### src/opx_config.svh
`ifndef OPX_CONFIG_SVH
`define OPX_CONFIG_SVH

////////////////////
// Datapath sizing
////////////////////

// Width of every operand, immediate and result word
`define OPX_WIDTH 32

// Architectural registers in the file
// Register 0 reads as zero and is never written
`define OPX_NREGS 16

// Bits needed to name one register
// Must satisfy 2**OPX_RADDR_W >= OPX_NREGS
`define OPX_RADDR_W 4

////////////////////
// Derived values
////////////////////

// ALU opcode width, eight operations
`define OPX_OP_W 3

`endif

### src/opx_pkg.sv
`include "opx_config.svh"

package opx_pkg;

	////////////////////
	// Width types
	////////////////////

	// One data word
	typedef logic [`OPX_WIDTH-1:0] word_t;

	// One register number
	typedef logic [`OPX_RADDR_W-1:0] reg_addr_t;

	////////////////////
	// Encodings
	////////////////////

	// ALU operations
	// Shifts use the low bits of operand B
	typedef enum logic [`OPX_OP_W-1:0] {
		op_add  = 3'd0,
		op_sub  = 3'd1,
		op_and  = 3'd2,
		op_or   = 3'd3,
		op_xor  = 3'd4,
		op_sll  = 3'd5,
		op_srl  = 3'd6,
		op_movb = 3'd7
	} alu_op_t;

	// Operand source select
	// Same code points as the classic operand mux
	typedef enum logic [1:0] {
		sel_rf  = 2'd0,
		sel_imm = 2'd1,
		sel_ex  = 2'd2,
		sel_wb  = 2'd3
	} opnd_sel_t;

	////////////////////
	// Stage bundles
	////////////////////

	// Decoded instruction from fetch
	// imm is already sign-extended
	typedef struct packed {
		logic      valid;
		alu_op_t   op;
		reg_addr_t rd;
		reg_addr_t ra;
		reg_addr_t rb;
		logic      use_imm;
		word_t     imm;
	} id_instr_t;

	// Execute stage control
	typedef struct packed {
		logic      valid;
		alu_op_t   op;
		reg_addr_t rd;
	} ex_ctrl_t;

	// Write-back port, also the register file write port
	typedef struct packed {
		logic      we;
		reg_addr_t rd;
		word_t     data;
	} wb_t;

endpackage

### src/opx_regfile.sv
`timescale 1ns/100ps
`include "opx_config.svh"

module opx_regfile (
	input  logic               clk,
	input  logic               rst_n,
	input  opx_pkg::reg_addr_t ra,
	input  opx_pkg::reg_addr_t rb,
	input  opx_pkg::wb_t       wb,
	output opx_pkg::word_t     rf_dataa,
	output opx_pkg::word_t     rf_datab
);

	// Register storage
	// Entry 0 exists but is only ever cleared
	opx_pkg::word_t regs [`OPX_NREGS];

	////////////////////
	// Write port
	////////////////////

	// Whole file cleared on reset
	// Single write per edge from write-back
	always_ff @(posedge clk) begin
		if (!rst_n) begin
			for (int i = 0; i < `OPX_NREGS; i++) begin
				regs[i] <= '0;
			end
		end else if (wb.we) begin
			regs[wb.rd] <= wb.data;
		end
	end

	////////////////////
	// Read ports
	////////////////////

	// Asynchronous reads
	// Register 0 is hard zero
	// A same-cycle write is not visible here, forwarding covers it
	assign rf_dataa = (ra == '0) ? '0 : regs[ra];
	assign rf_datab = (rb == '0) ? '0 : regs[rb];

	////////////////////
	// Checks
	////////////////////

	// The write strobe comes from the write-back stage
	// It must already exclude register 0
	a_no_r0_write: assert property (
		@(posedge clk) disable iff (!rst_n)
		wb.we |-> (wb.rd != '0)
	) else $error("opx_regfile: write strobe aimed at register 0");

endmodule

### src/opx_fwd_select.sv
`timescale 1ns/100ps
`include "opx_config.svh"

module opx_fwd_select (
	input  opx_pkg::id_instr_t id_instr,
	input  opx_pkg::ex_ctrl_t  ex_ctrl,
	input  opx_pkg::wb_t       wb,
	output opx_pkg::opnd_sel_t sel_a,
	output opx_pkg::opnd_sel_t sel_b
);

	// Stage holds a live result worth forwarding
	logic ex_live;
	logic wb_live;

	// Per-operand source matches
	logic ex_hit_a;
	logic ex_hit_b;
	logic wb_hit_a;
	logic wb_hit_b;

	// Register 0 never forwards
	assign ex_live = ex_ctrl.valid && (ex_ctrl.rd != '0);
	assign wb_live = wb.we && (wb.rd != '0);

	assign ex_hit_a = ex_live && (id_instr.ra == ex_ctrl.rd);
	assign ex_hit_b = ex_live && (id_instr.rb == ex_ctrl.rd);
	assign wb_hit_a = wb_live && (id_instr.ra == wb.rd);
	assign wb_hit_b = wb_live && (id_instr.rb == wb.rd);

	// Operand A takes the youngest producer first
	always_comb begin
		if (ex_hit_a)
			sel_a = opx_pkg::sel_ex;
		else if (wb_hit_a)
			sel_a = opx_pkg::sel_wb;
		else
			sel_a = opx_pkg::sel_rf;
	end

	// Operand B lets the immediate override any register hazard
	always_comb begin
		if (id_instr.use_imm)
			sel_b = opx_pkg::sel_imm;
		else if (ex_hit_b)
			sel_b = opx_pkg::sel_ex;
		else if (wb_hit_b)
			sel_b = opx_pkg::sel_wb;
		else
			sel_b = opx_pkg::sel_rf;
	end

endmodule

### src/opx_operand_mux.sv
`timescale 1ns/100ps
`include "opx_config.svh"

module opx_operand_mux (
	input  logic               clk,
	input  logic               rst_n,
	input  logic               id_freeze,
	input  logic               ex_freeze,
	input  opx_pkg::word_t     rf_dataa,
	input  opx_pkg::word_t     rf_datab,
	input  opx_pkg::word_t     ex_forw,
	input  opx_pkg::word_t     wb_forw,
	input  opx_pkg::word_t     simm,
	input  opx_pkg::opnd_sel_t sel_a,
	input  opx_pkg::opnd_sel_t sel_b,
	output opx_pkg::word_t     operand_a,
	output opx_pkg::word_t     operand_b
);

	// Index 0 is operand A
	// Index 1 is operand B
	opx_pkg::word_t muxed [2];
	opx_pkg::word_t opnd_q [2];
	logic           saved [2];

	////////////////////
	// Source muxes
	////////////////////

	// Operand A has no immediate path
	always_comb begin
		case (sel_a)
			opx_pkg::sel_rf:  muxed[0] = rf_dataa;
			opx_pkg::sel_imm: muxed[0] = rf_dataa;
			opx_pkg::sel_ex:  muxed[0] = ex_forw;
			opx_pkg::sel_wb:  muxed[0] = wb_forw;
			default:          muxed[0] = rf_dataa;
		endcase
	end

	// Operand B
	always_comb begin
		case (sel_b)
			opx_pkg::sel_rf:  muxed[1] = rf_datab;
			opx_pkg::sel_imm: muxed[1] = simm;
			opx_pkg::sel_ex:  muxed[1] = ex_forw;
			opx_pkg::sel_wb:  muxed[1] = wb_forw;
			default:          muxed[1] = rf_datab;
		endcase
	end

	////////////////////
	// Operand registers
	////////////////////

	// First decode stall cycle captures and marks the value saved
	// Later stall cycles keep it because forwarding sources have moved on
	// Normal flow captures every edge
	// Saved flag drops on the edge the held instruction enters execute
	for (genvar i = 0; i < 2; i++) begin : g_opnd
		always_ff @(posedge clk) begin
			if (!rst_n) begin
				opnd_q[i] <= '0;
				saved[i]  <= 1'b0;
			end else if (!ex_freeze && id_freeze && !saved[i]) begin
				opnd_q[i] <= muxed[i];
				saved[i]  <= 1'b1;
			end else if (!ex_freeze && !saved[i]) begin
				opnd_q[i] <= muxed[i];
			end else if (!ex_freeze && !id_freeze) begin
				saved[i] <= 1'b0;
			end
		end
	end

	assign operand_a = opnd_q[0];
	assign operand_b = opnd_q[1];

endmodule

### src/opx_alu.sv
`timescale 1ns/100ps
`include "opx_config.svh"

module opx_alu (
	input  opx_pkg::alu_op_t op,
	input  opx_pkg::word_t   a,
	input  opx_pkg::word_t   b,
	output opx_pkg::word_t   result
);

	// Shift amount width, 5 bits for a 32-bit word
	localparam int shamt_w = $clog2(`OPX_WIDTH);

	logic [shamt_w-1:0] shamt;

	// Upper bits of B are ignored by shifts
	assign shamt = b[shamt_w-1:0];

	////////////////////
	// Operation select
	////////////////////

	always_comb begin
		case (op)
			// Arithmetic wraps at word width
			opx_pkg::op_add:
				result = a + b;
			opx_pkg::op_sub:
				result = a - b;
			// Bitwise logic
			opx_pkg::op_and:
				result = a & b;
			opx_pkg::op_or:
				result = a | b;
			opx_pkg::op_xor:
				result = a ^ b;
			// Logical shifts, zero fill
			opx_pkg::op_sll:
				result = a << shamt;
			opx_pkg::op_srl:
				result = a >> shamt;
			// Move, used for load-immediate
			opx_pkg::op_movb:
				result = b;
			default:
				result = '0;
		endcase
	end

endmodule

### src/opx_exwb_stage.sv
`timescale 1ns/100ps
`include "opx_config.svh"

module opx_exwb_stage (
	input  logic               clk,
	input  logic               rst_n,
	input  logic               id_freeze,
	input  logic               ex_freeze,
	input  opx_pkg::id_instr_t id_instr,
	input  opx_pkg::word_t     ex_result,
	output opx_pkg::ex_ctrl_t  ex_ctrl,
	output opx_pkg::wb_t       wb
);

	// Write-back register contents
	logic               wb_valid;
	opx_pkg::reg_addr_t wb_rd;
	opx_pkg::word_t     wb_data;

	////////////////////
	// Execute control
	////////////////////

	// Decode moving means accept
	// Decode stalled alone means bubble
	// Full stall holds
	always_ff @(posedge clk) begin
		if (!rst_n) begin
			ex_ctrl <= '0;
		end else if (!id_freeze) begin
			ex_ctrl.valid <= id_instr.valid;
			ex_ctrl.op    <= id_instr.op;
			ex_ctrl.rd    <= id_instr.rd;
		end else if (!ex_freeze) begin
			ex_ctrl.valid <= 1'b0;
		end
	end

	////////////////////
	// Write-back register
	////////////////////

	// Valid bit follows execute whenever execute advances
	always_ff @(posedge clk) begin
		if (!rst_n)
			wb_valid <= 1'b0;
		else if (!ex_freeze)
			wb_valid <= ex_ctrl.valid;
	end

	// Payload, qualified by wb_valid
	always_ff @(posedge clk) begin
		if (!ex_freeze) begin
			wb_rd   <= ex_ctrl.rd;
			wb_data <= ex_result;
		end
	end

	// Strobe lasts one cycle per instruction
	// Register file commits on the edge that ends it
	always_comb begin
		wb.we   = wb_valid && (wb_rd != '0) && !ex_freeze;
		wb.rd   = wb_rd;
		wb.data = wb_data;
	end

	// Freeze levels are nested
	a_freeze_nest: assert property (
		@(posedge clk) disable iff (!rst_n)
		ex_freeze |-> id_freeze
	) else $error("opx_exwb_stage: ex_freeze raised without id_freeze");

endmodule

### src/opx_top.sv
`timescale 1ns/100ps
`include "opx_config.svh"

module opx_top (
	input  logic               clk,
	input  logic               rst_n,
	input  logic               id_freeze,
	input  logic               ex_freeze,
	input  opx_pkg::id_instr_t id_instr,
	output opx_pkg::wb_t       wb
);

	// Decode stage values
	opx_pkg::word_t     rf_dataa;
	opx_pkg::word_t     rf_datab;
	opx_pkg::opnd_sel_t sel_a;
	opx_pkg::opnd_sel_t sel_b;

	// Execute stage values
	opx_pkg::word_t     operand_a;
	opx_pkg::word_t     operand_b;
	opx_pkg::word_t     ex_result;
	opx_pkg::ex_ctrl_t  ex_ctrl;

	// Register file, written from write-back
	opx_regfile u_regfile (
		.clk      (clk),
		.rst_n    (rst_n),
		.ra       (id_instr.ra),
		.rb       (id_instr.rb),
		.wb       (wb),
		.rf_dataa (rf_dataa),
		.rf_datab (rf_datab)
	);

	// Hazard detection
	opx_fwd_select u_fwd_select (
		.id_instr (id_instr),
		.ex_ctrl  (ex_ctrl),
		.wb       (wb),
		.sel_a    (sel_a),
		.sel_b    (sel_b)
	);

	// Operand muxes and operand registers
	opx_operand_mux u_operand_mux (
		.clk       (clk),
		.rst_n     (rst_n),
		.id_freeze (id_freeze),
		.ex_freeze (ex_freeze),
		.rf_dataa  (rf_dataa),
		.rf_datab  (rf_datab),
		.ex_forw   (ex_result),
		.wb_forw   (wb.data),
		.simm      (id_instr.imm),
		.sel_a     (sel_a),
		.sel_b     (sel_b),
		.operand_a (operand_a),
		.operand_b (operand_b)
	);

	opx_alu u_alu (
		.op     (ex_ctrl.op),
		.a      (operand_a),
		.b      (operand_b),
		.result (ex_result)
	);

	// Execute control and write-back
	opx_exwb_stage u_exwb_stage (
		.clk       (clk),
		.rst_n     (rst_n),
		.id_freeze (id_freeze),
		.ex_freeze (ex_freeze),
		.id_instr  (id_instr),
		.ex_result (ex_result),
		.ex_ctrl   (ex_ctrl),
		.wb        (wb)
	);

endmodule

### config.mk
export PLATFORM = sky130hd
export DESIGN_NAME = opx_top
export DESIGN_NICKNAME = d
export VERILOG_FILES = /design/src/opx_pkg.sv /design/src/opx_regfile.sv /design/src/opx_fwd_select.sv /design/src/opx_operand_mux.sv /design/src/opx_alu.sv /design/src/opx_exwb_stage.sv /design/src/opx_top.sv
export VERILOG_INCLUDE_DIRS = /design/src /design/src/src
export SDC_FILE = /design/constraint.sdc
export NUM_CORES = 2
export LEC_CHECK = 0
export ABC_AREA = 1
export BUFFER_PORTS_ARGS = -buffer_cell sky130_fd_sc_hd__buf_2
export CAP_MARGIN = 40
export CORE_MARGIN = 3
export CORE_UTILIZATION = 40
export DETAILED_ROUTE_END_ITERATION = 8
export PLACE_DENSITY = 0.54
export SYNTH_ARGS = -nofsm -noshare
export SYNTH_HDL_FRONTEND = slang
export SYNTH_SLANG_ARGS = --single-unit
### constraint.sdc
create_clock -name clk -period 7 [get_ports clk]
set_clock_uncertainty 0.15 [all_clocks]
set_input_delay 0 -clock clk [delete_from_list [all_inputs] [get_ports clk]]
set_output_delay 0 -clock clk [all_outputs]
set_load 0.1 [all_outputs]
==> reports/metrics.cfg <==
[floorplan]
initial_utilization=0.405
core_sq_um=101000
die-area_sq_um=106000
die_h_um=325
die_w_um=325
rows=116
pin_count=90

[setup_path]
cpMostUsedCell=nand2_1
critPathKind=reg -> reg
worstPathCellList=buf_4 > inv_4 > ha_1 > inv_1 > nor2_1 > nand3_1 > nor2_1 > nand3_1 > o21ai_0 > xor2_1 > ha_1 > nand2_1 > nor3_1 > o21ai_0 > nand3_1 > nand2_1 > nand3_1 > nand2_1 > nand2_1 > nand3b_1 > nand2_1 > inv_1
cp.arrival_ps=5040
crit_family=simple AND/OR/NAND/NOR gates
path_max_fanout=38
critPathMaxStageDelay_ps=700
cp-start-kind=flip-flop
end_kind=flip-flop
critPathBufInv=4
critPathSlowestCell=nor3_1
worstPathRequired_ps=7220

[clocking]
post_cts_resized=0
h-tree-depth=3
clk_pin_slew_ps=60
cts_tree=done
cts_buffers=71
cts_setup_buffers=0
clock_path_buffers=3
ctsHoldBuffers=63
clk_latency_ps=630
cts_sinks=623
cts-root-buf=clkbuf_16

[final_layout]
area_growth_pct=11.0
fin_util=0.450
layout_commonest_cell=nand2_1
nFillCells=10191
fin_nets=5461
drive_gt1_frac=0.0651
final_cell_mix=nand2_1, nor2_1, o21ai_0

[timing]
tightest_slew_ps=1020
min_period_ps=4830
hold_viol_final=0
fmax_mhz=207
setup_violations=0
rsz0062_at_grt=no
layout_worst_path_cycle_share=0.690
slew_violations=0
finalWorstSetupSlack_ps=2170
relSlewSlack=0.321
setup_tns_ps=0

[global_routing]
grt_pass1_wl_um=250000
overflow=0
antenna_found_initial=6
grtUsageTotal=0.316
grt_pass1_vias=36604
grt_max_degree=158

[routing]
drt_iter0_drc=4567
drt-pass1-iter-count=7
vias=39241
routed_wl_um=172000
wl_per_cell_um=25.6
viasPerCell=5.84
drcViolationCount=0
ant_nets=0

[min_path]
hold_path.class=in -> reg

[synthesis]
synth_edf_count=613
async_reset_ff_frac=0
ys.flop_type=edfxtp_1
synthCells=5348
ys_seq_area_frac=0.457
ys_ff_latch=623
synth.distinct_cells=53
avgSynthCellArea_sq_um=7.61
ys_warn_count=0
netlist_area_sq_um=40700

[pwr]
powerDensity_nw_per_um2=242
vdd_drop_max_mv=0.182
power_leakage_nw=18.9
finalPower_w=0.0109

[placement]
gp_congestion=1.03
portBuffers=89
place_ws_ps=2320
dp_hpwl_um=113000

[job]
maxCapViolCount=0

[outcome]
status=complete, no violations

==> stage by stage <==
stage / cell area [sq um] / std cells / hold WS, ps
2_1_floorplan: 40800 / 5379 / -9.47
3_3_place_gp: 42200 / 6526 / 85.7
3_5_place_dp: 42300 / 6531 / 96.6
4_1_cts: 45200 / 6719 / 119
5_1_grt: 45200 / 6719 / 203
6_report: 45200 / 6720 / 156
==> metal layers <==
layer | part of all wire | wire length (um) | global-route usage
met5 | 0.00040 | 68 | 0
met4 | 0.053 | 9180 | 0.152
met3 | 0.088 | 15200 | 0.0498
met2 | 0.46 | 78400 | 0.508
met1 | 0.40 | 69100 | 0.417
==> path summary, 6_finish.rpt <==
check,slack [ps],to,from,depth (start not counted)
worst max-delay path,2170,u_operand_mux.opnd_q[1][18],u_operand_mux.opnd_q[1][0],22
worst min-delay path,160,u_operand_mux.opnd_q[1][0],id_instr[32],7
worst max register to register,2170,u_operand_mux.opnd_q[1][18],u_operand_mux.opnd_q[1][0],22
worst min register to register,360,u_exwb_stage.wb_valid,u_exwb_stage.ex_ctrl[7],2
==> registers in the layout, summed over array words and instances (netlist names) <==
name	count
u_exwb_stage.wb_data	32
u_regfile.regs	512
u_exwb_stage.wb_valid	1
u_exwb_stage.ex_ctrl	8
u_operand_mux.saved	2
u_operand_mux.opnd_q	64
u_exwb_stage.wb_rd	4
==> tightest hold or removal path, stage by stage <==
cell and delay (ps):
buf_2 70, buf_4 390, nand2_1 90, o21ai_0 50, nand3b_1 100, nand2_1 40
inv_1 50
==> synth_stat cells, types with 5 or more instances <==
| cell type | instances | area (sq um) |
|---|---|---|
| a22oi_1 | 20 | 150 |
| o21ai_0 | 683 | 3420 |
| buf_6 | 5 | 56.3 |
| o2111ai_1 | 9 | 78.8 |
| buf_2 | 118 | 591 |
| xor2_1 | 44 | 385 |
| nor3_1 | 13 | 65.1 |
| nand2_1 | 1033 | 3880 |
| a221oi_1 | 6 | 52.6 |
| a21oi_1 | 352 | 1760 |
| clkinv_1 | 8 | 30.0 |
| nor2_1 | 807 | 3030 |
| o21ai_1 | 21 | 105 |
| inv_1 | 480 | 1800 |
| buf_4 | 11 | 82.6 |
| a31oi_1 | 13 | 81.3 |
| edfxtp_1 | 613 | 18400 |
| inv_2 | 6 | 22.5 |
| ha_1 | 97 | 1210 |
| and2_1 | 7 | 43.8 |
| nand3_1 | 516 | 2580 |
| dfxtp_1 | 10 | 200 |
| nand4_1 | 15 | 93.8 |
| o211ai_1 | 138 | 1040 |
| buf_1 | 41 | 154 |
| clkbuf_1 | 208 | 781 |
| a211oi_1 | 6 | 45.0 |
| nand3b_1 | 17 | 128 |
| xnor2_1 | 9 | 78.8 |
==> kinds of logic after synthesis <==
group | after synthesis | synth area share
buf+inv | 880 | 0.0868
compound gates | 1259 | 0.168
other cells | 1 | 0.0000921
flops | 623 | 0.457
xor+xnor | 53 | 0.0114
simple gates | 2434 | 0.247
fa+ha+maj | 98 | 0.0303
==> power by group <==
group / switching [W] / internal, W
clock network: 0.00158 / 0.00223
logic: 0.00202 / 0.000599
registers: 0.000210 / 0.00431
total: 0.00380 / 0.00714
==> cell type report <==
cell class / count / area (sq um) / area share
diodes: 1 / 2.50 / 0.0000553
flip-flops and latches: 623 / 18600 / 0.411
well taps: 1357 / 1700 / 0.0375
multi-input cells: 3876 / 18800 / 0.417
clock inverters: 38 / 404 / 0.00894
repair buffers: 242 / 1890 / 0.0419
inverters: 496 / 1870 / 0.0414
clock buffers: 87 / 1900 / 0.0420
No activity file was read; power rests on OpenSTA's default activity.
